## config.mk

```make
export PLATFORM = sky130hd
export DESIGN_NAME = dac_ctrl_top
export DESIGN_NICKNAME = d
export VERILOG_FILES = /design/src/dac_ctrl_pkg.sv /design/src/cmd_sequencer.sv /design/src/cal_pipeline.sv /design/src/spi_frame_shifter.sv /design/src/dac_ctrl_top.sv
export SDC_FILE = /design/constraint.sdc
export NUM_CORES = 1
export LEC_CHECK = 0
export BUFFER_PORTS_ARGS = -buffer_cell sky130_fd_sc_hd__buf_2
export CORE_MARGIN = 10
export CORE_UTILIZATION = 55
export DETAILED_ROUTE_END_ITERATION = 12
export GPL_TIMING_DRIVEN = 1
export PLACE_DENSITY_LB_ADDON = 0.1
export REMOVE_ABC_BUFFERS = 1
export SLEW_MARGIN = 5
export SYNTH_ARGS = -nofsm -noshare
export SYNTH_HDL_FRONTEND = slang
export SYNTH_SLANG_ARGS = --single-unit
export TNS_END_PERCENT = 5
```

## constraint.sdc

```tcl
create_clock -name clk -period 6.3 [get_ports clk]
set_input_delay 0.945 -clock clk [delete_from_list [all_inputs] [get_ports clk]]
set_output_delay 0.945 -clock clk [all_outputs]
set_load 0.05 [all_outputs]
```

## src/dac_ctrl_pkg.sv

```systemverilog
package dac_ctrl_pkg;

  // Top two bits of every command word
  typedef enum logic [1:0] {
    op_no_op   = 2'b00,  // Delay or trigger wait
    op_dac_wr  = 2'b01,  // Four data words follow
    op_set_cal = 2'b10,  // Per-channel offset
    op_bad     = 2'b11   // Reserved, treated as error
  } cmd_op_e;

  typedef enum logic [2:0] {
    st_init      = 3'd0,
    st_idle      = 3'd1,
    st_delay     = 3'd2,
    st_trig_wait = 3'd3,
    st_dac_wr    = 3'd4,
    st_error     = 3'd5  // Sticky until reset
  } seq_state_e;

  // SPI register write, takes effect on ldac
  localparam logic [3:0] DAC_WRITE_CMD = 4'b0001;
  localparam int NUM_CHANNELS = 8;

  // NO_OP and DAC_WR view of a command word
  typedef struct packed {
    cmd_op_e     op;
    logic        do_ldac;    // Pulse ldac when the command completes
    logic        trig_wait;  // Wait for trigger instead of delay
    logic        cont;       // Another command must follow at once
    logic [1:0]  rsvd;
    logic [24:0] delay;      // Cycles, spent as delay+1
  } cmd_word_t;

  // SET_CAL view of a command word
  typedef struct packed {
    cmd_op_e            op;
    logic [10:0]        rsvd;
    logic [2:0]         chan;
    logic signed [15:0] value;  // Two's complement offset in LSBs
  } cal_word_t;

  // Two adjacent channels, chan is always even
  // code0 goes to chan, code1 to chan+1, both offset binary
  typedef struct packed {
    logic [2:0]  chan;
    logic [15:0] code1;
    logic [15:0] code0;
  } chan_pair_t;

  // Offset binary to signed, 32767 is midscale
  // 0xFFFF maps to +32768 and must be trapped by the caller
  function automatic logic signed [16:0] offset_to_signed(input logic [15:0] code);
    return $signed({1'b0, code}) - 17'sd32767;
  endfunction

  // Inverse of offset_to_signed, only valid for in-range values
  function automatic logic [15:0] signed_to_offset(input logic signed [16:0] val);
    logic signed [16:0] sum;
    sum = val + 17'sd32767;
    return sum[15:0];  // Top bit is zero when in range
  endfunction

  // Legal DAC span, symmetric around midscale
  function automatic logic code_in_range(input logic signed [16:0] val);
    return (val >= -17'sd32767) && (val <= 17'sd32767);
  endfunction

endpackage

```

## src/cmd_sequencer.sv

```systemverilog
module cmd_sequencer #(
  parameter int SLOT_CYCLES = 128  // At least 104, one SPI pair per slot
) (
  input  logic                     clk,
  input  logic                     resetn,
  input  logic [31:0]              cmd_word,
  input  logic                     cmd_buf_empty,
  input  logic                     trigger,
  input  logic                     cal_oob_hit,
  input  logic                     code_oob_hit,
  output logic                     cmd_word_rd_en,
  output logic                     pair_load,
  output dac_ctrl_pkg::chan_pair_t pair_raw,
  output logic                     cal_wr,
  output dac_ctrl_pkg::cal_word_t  cal_cmd,
  output logic                     abort,
  output logic                     setup_done,
  output logic                     waiting_for_trigger,
  output logic                     ldac,
  output logic                     bad_cmd,
  output logic                     unexp_trig,
  output logic                     cmd_buf_underflow,
  output logic                     cal_oob,
  output logic                     dac_val_oob
);
  import dac_ctrl_pkg::*;

  localparam int SLOT_W = $clog2(SLOT_CYCLES);
  localparam logic [SLOT_W-1:0] SLOT_LAST = SLOT_W'(SLOT_CYCLES - 1);

  seq_state_e        state;
  cmd_word_t         cmd;       // Decoded view of the word at the buffer head
  logic [24:0]       timer;
  logic [SLOT_W-1:0] slot_cnt;
  logic [1:0]        pair_idx;  // Which data word of the DAC_WR
  logic              lat_ldac;
  logic              lat_trig;
  logic              lat_cont;

  logic wait_done;
  logic cmd_take;
  logic cmd_pop;
  logic data_pop;
  logic write_end;
  logic timed_op;
  logic code_ffff;
  logic err_bad;
  logic err_trig;
  logic err_uflow;
  logic err_val;
  logic err_any;

  assign cmd = cmd_word_t'(cmd_word);

  // Delay or trigger wait has run out
  assign wait_done = (state == st_delay && timer == '0) ||
                     (state == st_trig_wait && trigger);
  assign cmd_take  = (state == st_idle) || wait_done;  // Ready for the next command
  assign cmd_pop   = cmd_take && !cmd_buf_empty;
  assign data_pop  = (state == st_dac_wr) && (slot_cnt == '0);  // Slot start
  assign write_end = (state == st_dac_wr) && (slot_cnt == SLOT_LAST) && (pair_idx == 2'd3);
  assign timed_op  = (cmd.op == op_no_op) || (cmd.op == op_dac_wr);

  assign cmd_word_rd_en = !cmd_buf_empty && (cmd_take || data_pop);

  // Data word view, low half is the even channel
  assign code_ffff = (cmd_word[15:0] == 16'hFFFF) || (cmd_word[31:16] == 16'hFFFF);
  assign pair_load = data_pop && !cmd_buf_empty && !code_ffff;
  assign pair_raw.chan  = {pair_idx, 1'b0};
  assign pair_raw.code0 = cmd_word[15:0];
  assign pair_raw.code1 = cmd_word[31:16];

  // SET_CAL is handed over in the pop cycle
  assign cal_wr  = cmd_pop && (cmd.op == op_set_cal);
  assign cal_cmd = cal_word_t'(cmd_word);

  // Error sources
  assign err_bad   = cmd_pop && (cmd.op == op_bad);
  assign err_trig  = trigger && (state != st_trig_wait) && (state != st_error);
  assign err_uflow = cmd_buf_empty && (data_pop || (wait_done && lat_cont));
  assign err_val   = (data_pop && !cmd_buf_empty && code_ffff) || code_oob_hit;
  assign err_any   = err_bad || err_trig || err_uflow || err_val || cal_oob_hit;

  assign abort               = (state == st_error);  // Flushes pipeline and shifter
  assign waiting_for_trigger = (state == st_trig_wait);

  always_ff @(posedge clk) begin
    if (!resetn) begin
      state <= st_init;
    end else if (state != st_error) begin  // Error is terminal
      if (err_any) begin
        state <= st_error;
      end else if (state == st_init) begin
        state <= st_idle;
      end else if (cmd_pop) begin
        // Decode straight from the head word
        case (cmd.op)
          op_no_op:  state <= cmd.trig_wait ? st_trig_wait : st_delay;
          op_dac_wr: state <= st_dac_wr;
          default:   state <= st_idle;  // SET_CAL completes in the pop cycle
        endcase
      end else if (wait_done) begin
        state <= st_idle;  // Nothing queued
      end else if (write_end) begin
        state <= lat_trig ? st_trig_wait : st_delay;  // Tail of the DAC_WR
      end
    end
  end

  // Command bits kept for the whole command
  always_ff @(posedge clk) begin
    if (!resetn) begin
      lat_ldac <= 1'b0;
      lat_trig <= 1'b0;
      lat_cont <= 1'b0;
    end else if (cmd_pop) begin
      lat_ldac <= timed_op && cmd.do_ldac;
      lat_trig <= timed_op && cmd.trig_wait;
      lat_cont <= timed_op && cmd.cont;
    end
  end

  // Loaded at pop, only counts in st_delay
  // so a DAC_WR keeps its delay across the write phase
  always_ff @(posedge clk) begin
    if (!resetn) begin
      timer <= '0;
    end else if (cmd_pop && timed_op) begin
      timer <= cmd.delay;
    end else if (state == st_delay && timer != '0) begin
      timer <= timer - 25'd1;
    end
  end

  // Slot schedule, four slots of SLOT_CYCLES each
  always_ff @(posedge clk) begin
    if (!resetn) begin
      slot_cnt <= '0;
      pair_idx <= '0;
    end else if (cmd_pop) begin
      slot_cnt <= '0;  // First slot starts right after the pop
      pair_idx <= '0;
    end else if (state == st_dac_wr) begin
      if (slot_cnt == SLOT_LAST) begin
        slot_cnt <= '0;
        pair_idx <= pair_idx + 2'd1;
      end else begin
        slot_cnt <= slot_cnt + 1'b1;
      end
    end
  end

  // Sticky error flags
  always_ff @(posedge clk) begin
    if (!resetn) begin
      bad_cmd           <= 1'b0;
      unexp_trig        <= 1'b0;
      cmd_buf_underflow <= 1'b0;
      cal_oob           <= 1'b0;
      dac_val_oob       <= 1'b0;
    end else begin
      if (err_bad) bad_cmd <= 1'b1;
      if (err_trig) unexp_trig <= 1'b1;
      if (err_uflow) cmd_buf_underflow <= 1'b1;
      if (cal_oob_hit) cal_oob <= 1'b1;
      if (err_val) dac_val_oob <= 1'b1;
    end
  end

  always_ff @(posedge clk) begin
    if (!resetn) begin
      setup_done <= 1'b0;
    end else if (err_any || state == st_error) begin
      setup_done <= 1'b0;
    end else if (state == st_init) begin
      setup_done <= 1'b1;  // High from the first idle cycle on
    end
  end

  // One cycle, right after the command completes
  always_ff @(posedge clk) begin
    if (!resetn) begin
      ldac <= 1'b0;
    end else begin
      ldac <= wait_done && lat_ldac && !err_any;
    end
  end

endmodule

```

## src/cal_pipeline.sv

```systemverilog
module cal_pipeline #(
  parameter int ABS_CAL_MAX = 4096  // Largest accepted calibration magnitude
) (
  input  logic                     clk,
  input  logic                     resetn,
  input  logic                     abort,
  input  logic                     cal_wr,
  input  dac_ctrl_pkg::cal_word_t  cal_cmd,
  input  logic                     pair_load,
  input  dac_ctrl_pkg::chan_pair_t pair_raw,
  output logic                     pair_valid,
  output dac_ctrl_pkg::chan_pair_t pair_cal,
  output logic                     cal_oob_hit,
  output logic                     code_oob_hit
);
  import dac_ctrl_pkg::*;

  logic signed [15:0] cal_val [NUM_CHANNELS];  // One offset per channel
  logic               cal_ok;
  logic [2:0]         chan_odd;

  // Stage 1 registers
  logic               s1_valid;
  logic [2:0]         s1_chan;
  logic signed [16:0] s1_sum0;
  logic signed [16:0] s1_sum1;
  logic               s1_ok;

  // Magnitude check on the incoming SET_CAL value
  assign cal_ok = (int'($signed(cal_cmd.value)) <= ABS_CAL_MAX) &&
                  (int'($signed(cal_cmd.value)) >= -ABS_CAL_MAX);
  assign cal_oob_hit = cal_wr && !cal_ok;  // Same cycle as the write

  // Calibration store, out-of-range writes are dropped
  always_ff @(posedge clk) begin
    if (!resetn) begin
      for (int i = 0; i < NUM_CHANNELS; i++) begin
        cal_val[i] <= '0;
      end
    end else if (cal_wr && cal_ok) begin
      cal_val[cal_cmd.chan] <= cal_cmd.value;
    end
  end

  // Second channel of the pair, chan is even
  assign chan_odd = {pair_raw.chan[2:1], 1'b1};

  // Stage 1, add calibration
  always_ff @(posedge clk) begin
    if (!resetn) begin
      s1_valid <= 1'b0;
    end else begin
      s1_valid <= pair_load && !abort;
    end
  end

  always_ff @(posedge clk) begin
    if (pair_load) begin
      s1_chan <= pair_raw.chan;
      s1_sum0 <= offset_to_signed(pair_raw.code0) + cal_val[pair_raw.chan];
      s1_sum1 <= offset_to_signed(pair_raw.code1) + cal_val[chan_odd];
    end
  end

  // Stage 2, range check and back to offset binary
  assign s1_ok = code_in_range(s1_sum0) && code_in_range(s1_sum1);

  always_ff @(posedge clk) begin
    if (!resetn) begin
      pair_valid   <= 1'b0;
      code_oob_hit <= 1'b0;
    end else begin
      pair_valid   <= s1_valid && s1_ok && !abort;
      code_oob_hit <= s1_valid && !s1_ok && !abort;  // Whole pair rejected
    end
  end

  always_ff @(posedge clk) begin
    if (s1_valid) begin
      pair_cal.chan  <= s1_chan;
      pair_cal.code0 <= signed_to_offset(s1_sum0);
      pair_cal.code1 <= signed_to_offset(s1_sum1);
    end
  end

endmodule

```

## src/spi_frame_shifter.sv

```systemverilog
module spi_frame_shifter (
  input  logic                     clk,
  input  logic                     resetn,
  input  logic                     abort,
  input  logic                     pair_valid,
  input  dac_ctrl_pkg::chan_pair_t pair_cal,
  output logic                     n_cs,
  output logic                     sck,
  output logic                     mosi
);
  import dac_ctrl_pkg::*;

  logic [23:0] sh;        // Frame on the wire, MSB first
  logic [23:0] frame_b;   // Second frame, waits for the gap
  logic        busy;
  logic        gap;       // Two cycles with n_cs high between frames
  logic        second;    // Shifting frame b
  logic        phase;     // Half-bit, sck high when set
  logic [4:0]  bit_cnt;
  logic        in_frame;

  // Command, zero bit, channel, code
  function automatic logic [23:0] build_frame(input logic [2:0] chan,
                                              input logic [15:0] code);
    return {DAC_WRITE_CMD, 1'b0, chan, code};
  endfunction

  assign in_frame = busy && !gap;
  assign n_cs     = !in_frame;
  assign sck      = in_frame && phase;   // Rises mid-bit, DAC samples here
  assign mosi     = in_frame && sh[23];

  // Bit and gap sequencing
  always_ff @(posedge clk) begin
    if (!resetn || abort) begin
      busy    <= 1'b0;
      gap     <= 1'b0;
      second  <= 1'b0;
      phase   <= 1'b0;
      bit_cnt <= '0;
    end else if (pair_valid) begin
      busy    <= 1'b1;  // First frame starts next cycle
      gap     <= 1'b0;
      second  <= 1'b0;
      phase   <= 1'b0;
      bit_cnt <= '0;
    end else if (busy) begin
      phase <= ~phase;
      if (gap) begin
        if (phase) gap <= 1'b0;
      end else if (phase) begin
        if (bit_cnt == 5'd23) begin
          bit_cnt <= '0;
          if (second) begin
            busy <= 1'b0;  // Pair done
          end else begin
            gap    <= 1'b1;
            second <= 1'b1;
          end
        end else begin
          bit_cnt <= bit_cnt + 5'd1;
        end
      end
    end
  end

  // Shift on the falling half of sck
  always_ff @(posedge clk) begin
    if (pair_valid) begin
      sh      <= build_frame(pair_cal.chan, pair_cal.code0);
      frame_b <= build_frame({pair_cal.chan[2:1], 1'b1}, pair_cal.code1);
    end else if (in_frame && phase) begin
      if (bit_cnt == 5'd23) sh <= frame_b;  // Ready before the gap ends
      else sh <= {sh[22:0], 1'b0};
    end
  end

endmodule

```

## src/dac_ctrl_top.sv

```systemverilog
module dac_ctrl_top #(
  parameter int ABS_CAL_MAX = 4096,
  parameter int SLOT_CYCLES = 128
) (
  input  logic        clk,
  input  logic        resetn,
  input  logic [31:0] cmd_word,
  input  logic        cmd_buf_empty,
  output logic        cmd_word_rd_en,
  input  logic        trigger,
  output logic        setup_done,
  output logic        waiting_for_trigger,
  output logic        bad_cmd,
  output logic        unexp_trig,
  output logic        cmd_buf_underflow,
  output logic        cal_oob,
  output logic        dac_val_oob,
  output logic        n_cs,
  output logic        sck,
  output logic        mosi,
  output logic        ldac
);
  import dac_ctrl_pkg::*;

  chan_pair_t pair_raw;    // Sequencer to pipeline
  chan_pair_t pair_cal;    // Pipeline to shifter
  cal_word_t  cal_cmd;
  logic       pair_load;
  logic       pair_valid;
  logic       cal_wr;
  logic       abort;       // High for as long as the sequencer sits in error
  logic       cal_oob_hit;
  logic       code_oob_hit;

  // Input side, owns state and error flags
  cmd_sequencer #(
    .SLOT_CYCLES (SLOT_CYCLES)
  ) u_seq (
    .clk                 (clk),
    .resetn              (resetn),
    .cmd_word            (cmd_word),
    .cmd_buf_empty       (cmd_buf_empty),
    .trigger             (trigger),
    .cal_oob_hit         (cal_oob_hit),
    .code_oob_hit        (code_oob_hit),
    .cmd_word_rd_en      (cmd_word_rd_en),
    .pair_load           (pair_load),
    .pair_raw            (pair_raw),
    .cal_wr              (cal_wr),
    .cal_cmd             (cal_cmd),
    .abort               (abort),
    .setup_done          (setup_done),
    .waiting_for_trigger (waiting_for_trigger),
    .ldac                (ldac),
    .bad_cmd             (bad_cmd),
    .unexp_trig          (unexp_trig),
    .cmd_buf_underflow   (cmd_buf_underflow),
    .cal_oob             (cal_oob),
    .dac_val_oob         (dac_val_oob)
  );

  // Two-stage calibration
  cal_pipeline #(
    .ABS_CAL_MAX (ABS_CAL_MAX)
  ) u_cal (
    .clk          (clk),
    .resetn       (resetn),
    .abort        (abort),
    .cal_wr       (cal_wr),
    .cal_cmd      (cal_cmd),
    .pair_load    (pair_load),
    .pair_raw     (pair_raw),
    .pair_valid   (pair_valid),
    .pair_cal     (pair_cal),
    .cal_oob_hit  (cal_oob_hit),
    .code_oob_hit (code_oob_hit)
  );

  // DAC side
  spi_frame_shifter u_spi (
    .clk        (clk),
    .resetn     (resetn),
    .abort      (abort),
    .pair_valid (pair_valid),
    .pair_cal   (pair_cal),
    .n_cs       (n_cs),
    .sck        (sck),
    .mosi       (mosi)
  );

endmodule

```

==> metrics.md <==
| Metric | Value |
|---|---|
| CTS clk-pin slew, worst paths | `0.07 ns` |
| Final setup violation count | `0` |
| Number of buffers added by the clock tree synthesis step | `31` |
| Top post-synthesis cells by area | `sky130_fd_sc_hd__edfxtp_1 47%, sky130_fd_sc_hd__dfxtp_1 8.9%, sky130_fd_sc_hd__ha_1 6.2%` |
| Crit path capture type | `register` |
| Start point of the worst hold path | `u_cal.pair_cal[19]` |
| Number of vias per cell | `5.83` |
| Proportion of power drawn by the clock network | `a little over two fifths` |
| Compound-gate portion of the synthesized area | `~7.5%` |
| Syn Inst Count | `1,242` |
| Global routing usage summed across all routing layers | `19.1%` |
| Switching power of the nets | `about 0.0010 W` |
| Sequential cell area | `8380 sq um` |
| Pleak | `6.06 nW` |
| Width of the chip | `185 um` |
| Crit share post-route | `66.0%` |
| Total via count after detailed routing | `~9,600` |
| Met2 Use GR | `30.4%` |
| Path type of the worst setup path | `register to register` |
| Top-Level Pins | `48` |
| Post-Synth Adder-Cell Area | `6.48%` |
| Total routed wirelength | `approximately 32 mm` |
| Initial core utilization | `55.7%` |
| Fraction of final layout cells with drive strength greater than 1 | `13.1%` |
| Worst path arrival time | `4.42 ns` |
| Count of cells along the worst register-to-register path | `10` |
| Netlist area before placement | `14,900 sq um` |
| Minimum period implied by the final worst setup slack | `roughly 4.2 ns` |
| Violation count after the first detailed-routing iteration | `662` |
| Ys Warns | `0` |
| Post-CTS resize count | `0` |
| Aggregate negative setup slack | `0 ns` |
| Internal power consumption | `roughly 0.0035 W` |
| Number of inserted filler cells in the final layout | `2,137` |
| Hold crit path type | `register to register` |
| Global-route met3 utilization | `2.46%` |
| Fraction of synthesized cell area in xor and xnor cells | `under 10%` |
| Wire length of the first global-routing pass | `51.7 mm` |
| Worst Path Required | `roughly 6.6 ns` |
| Startpoint Class | `register` |
| Proportion of netlist area held by the largest area contributor | `47.3%` |
| Hpwl dp | `22.5 mm` |
| Post-layout nets | `1,393` |
| Power share of the sequential group | `49.6%` |
| Multiplexer share of the synthesized area | `around 6.2%` |
| Total clock sinks | `between 300 and 400` |
| TritonCTS clock tree | `built` |
| Combinational share of power | `roughly 8.4%` |
| Most Crowded Layer GR | `met2` |
| Hold Path Sink | `u_spi.frame_b[3]` |
| Sequential area share after synthesis | `56.2%` |
| Count of buffers added by post-CTS timing repair for setup | `0` |
| Largest area contributor in the netlist | `sky130_fd_sc_hd__edfxtp_1` |
| Area of the core | `26,800 sq um` |
| Syn_area_per_cell | `12.0 sq um` |
| Post-synthesis register bit count | `about 300` |
| RSZ-0062 raised after global routing | `no` |
| Post-Synth Simple-Gate Area | `17.7%` |
| Pins over their slew limit | `0` |
| Number of levels in the clock H-tree | `1` |
| FP Rows | `60` |
| Number of I/O port buffers | `47` |
| Actual transition at the worst max-transition pin | `between 1 and 1.5 ns` |
| Post-synthesis async set-or-reset flop share | `0%` |
| Maximum operating frequency | `241 MHz` |
| Maximum VDD drop | `about 0.00023 V` |
| Pin count of the biggest net entering global routing | `63` |
| DP Area | `between 15,000 and 20,000 sq um` |
| Die Outline Area | `34,100 sq um` |
| Area used by multi-input combinational logic | `6170 sq um` |
| Relative slew margins | `between 30% and 40%` |
| Number of cells on the worst hold path | `0` |
| Top flip-flop cell by instance count after synthesis | `sky130_fd_sc_hd__edfxtp_1` |
| Detailed-routing iteration count for the pre-antenna-repair pass | `5` |
| Hold_buf cts | `0` |
| Crit-path max FO | `27` |
| Count of flip-flops with a built-in enable after synthesis | `235` |
| Inserted Diodes | `0` |
| CTS Root Buffer Type | `sky130_fd_sc_hd__clkbuf_16` |
| Deepest clock path buffer count | `3` |
| Clock latency reported for the late side of the worst-skew pair | `0.56 ns` |
| Total power per unit cell area | `~270 nW/um^2` |
| Final hold violations | `0` |
| Via count of the first global-routing pass | `9,418` |
| Total congestion overflow after global routing | `0` |
| Worst Clk Skew | `0.0104 ns` |
| Remaining antenna violation count | `0` |
| Layout overhead on the synthesized area | `11.0%` |
| Routed wirelength normalized by instance count | `19.7 um` |
| Max-cap violations | `0` |
| Weighted congestion at the end of routability-driven global placement | `0.867` |
| Number of antenna violations at the first check in global routing | `0` |
| Largest family of logic cells by synthesized area | `simple AND/OR/NAND/NOR gates` |
| Run status | `finished clean` |
| Reg2Reg Setup Slack | `2.14 ns` |
| Floorplan die height | `around 180 um` |
| Switching power as a share of total power | `22.7%` |
| Number of remaining DRC errors | `0` |
| Capturing point of the worst reg2reg path | `u_cal.s1_sum1[15]` |
| Met1 routing resource usage after global routing | `27.2%` |
| Post-route cell area | `16,600 sq um` |
| Count of different cell masters after synthesis | `65` |
per-layer routing:
| layer | share of wire, % | up-vias | wire (um) |
|---|---|---|---|
| met5 | 0 | - | 0 |
| met4 | 2.0 | 0 | 659 |
| met3 | 4.6 | 40 | 1480 |
| met2 | 47 | 226 | 15400 |
| met1 | 46 | 4637 | 14900 |
| li1 | - | 4701 | - |
kinds of logic (layout without fill, tap and decap cells):
group / after synthesis / in the layout
AOI/OAI and AO/OA: 180 / 180
xor gates and xnor gates: 59 / 59
adders and majority gates: 76 / 76
buffers and inverters: 94 / 158
DFF: 301 / 301
muxes: 52 / 52
and+or+nand+nor: 480 / 480
Yosys cell counts (all sizes together) (8+ instances only):
cell type,number
o21ai,44
nor4,24
a22oi,10
edfxtp,235
mux2i,20
nor2b,8
nor3,43
and2,119
nand3,27
xor2,31
inv,29
buf,21
a21oi,60
ha,74
or3,15
nand2b,24
clkbuf,41
dfxtp,66
mux4,32
o311ai,8
nand4,22
nor2,91
a31oi,9
xnor2,28
nand2,72
o211ai,8
cell usage in the layout (no fill, tap or decap), types with 5 or more instances in the layout:
cell                        instances
sky130_fd_sc_hd__nand3_1           27
sky130_fd_sc_hd__buf_4             21
sky130_fd_sc_hd__nor2b_1            8
sky130_fd_sc_hd__or3_1             15
sky130_fd_sc_hd__mux4_2            32
sky130_fd_sc_hd__edfxtp_1         235
sky130_fd_sc_hd__or2_2              5
sky130_fd_sc_hd__nor3_1            40
sky130_fd_sc_hd__nand2_1           72
sky130_fd_sc_hd__nor2_2             6
sky130_fd_sc_hd__or4_1              6
sky130_fd_sc_hd__nor2_1            85
sky130_fd_sc_hd__nand4_1           19
sky130_fd_sc_hd__a22oi_1           10
sky130_fd_sc_hd__clkinv_1           9
sky130_fd_sc_hd__o21ai_0           37
sky130_fd_sc_hd__bufinv_16          6
sky130_fd_sc_hd__xnor2_1           28
sky130_fd_sc_hd__o31ai_1            5
sky130_fd_sc_hd__nand4b_1           6
sky130_fd_sc_hd__buf_2             47
sky130_fd_sc_hd__and3_1             6
sky130_fd_sc_hd__and2_1           119
sky130_fd_sc_hd__clkinv_2           5
sky130_fd_sc_hd__a21o_1             6
sky130_fd_sc_hd__a31oi_1            9
sky130_fd_sc_hd__clkbuf_16         31
sky130_fd_sc_hd__o311ai_0           8
sky130_fd_sc_hd__ha_1              74
sky130_fd_sc_hd__inv_1             29
sky130_fd_sc_hd__dfxtp_1           64
sky130_fd_sc_hd__mux2i_1           20
sky130_fd_sc_hd__nand2b_1          24
sky130_fd_sc_hd__nor4_1            22
sky130_fd_sc_hd__a21oi_1           60
sky130_fd_sc_hd__o211ai_1           8
sky130_fd_sc_hd__o21ai_1            7
sky130_fd_sc_hd__xor2_1            31
critical path, stage by stage, from the launching register on:
cell and delay [ns]:
sky130_fd_sc_hd__dfxtp_2 1.00, sky130_fd_sc_hd__mux4_2 0.61, sky130_fd_sc_hd__ha_1 0.29, sky130_fd_sc_hd__ha_1 0.24
sky130_fd_sc_hd__fa_1 0.41, sky130_fd_sc_hd__a21o_1 0.20, sky130_fd_sc_hd__a21oi_1 0.21, sky130_fd_sc_hd__nand2b_1 0.19
sky130_fd_sc_hd__a211oi_1 0.10, sky130_fd_sc_hd__o31ai_1 0.45, sky130_fd_sc_hd__o311ai_0 0.16
power groups by stage:
stage	logic [W]	clock network (W)	registers (W)
after floorplan	0.000239	0	0.00228
after global placement	0.000374	0	0.00228
after detailed placement	0.000378	0	0.00228
after CTS	0.000381	0.00193	0.00224
after global routing	0.000424	0.00201	0.00225
final	0.000382	0.00190	0.00224
cell type report:
class	instances	share of cell area (%)
clock inverter	23	1.62
clock buffer	35	4.78
multi-input combinational	847	37.3
timing repair buffer	68	2.37
inverter	32	0.726
tap	341	2.58
sequential	301	50.6
registers in the layout, summed over array words and instances (netlist names), 3 cells and up, named ones only:
signal / count
u_seq.state: 3
u_seq.timer: 25
u_seq.slot_cnt: 7
u_cal.cal_val: 128
u_cal.s1_sum0: 17
u_spi.frame_b: 18
u_cal.pair_cal: 34
u_spi.sh: 24
u_cal.s1_sum1: 17
u_spi.bit_cnt: 5
metrics by stage:
| step | power [W] | instances | hold slack (ns) | utilization, % | setup slack [ns] |
|---|---|---|---|---|---|
| CTS | 0.00455 | 1647 | 0.417 | 61.8 | 2.10 |
| floorplan | 0.00252 | 1180 | 0.400 | - | 1.16 |
| detailed placement | 0.00266 | 1589 | 0.405 | 57.8 | 1.69 |
| global route | 0.00468 | 1647 | 0.426 | 61.8 | 1.80 |
| finish | 0.00452 | 1647 | 0.414 | 61.8 | 2.14 |
| global placement | 0.00265 | 1589 | 0.401 | 57.8 | 1.76 |
how the worst max path moves through the flow:
stage                                end  cells after the start  slack [ns]
floorplan               u_cal.s1_chan[1]                      3        1.16
global placement     u_cal.cal_val[0][4]                      8        1.76
detailed placement  u_cal.cal_val[1][10]                      8        1.69
CTS                    u_cal.s1_sum0[15]                     11        2.10
global route           u_cal.s1_sum1[16]                     10        1.80
finish                 u_cal.s1_sum1[15]                     10        2.14
No activity file was read; power rests on OpenSTA's default activity.
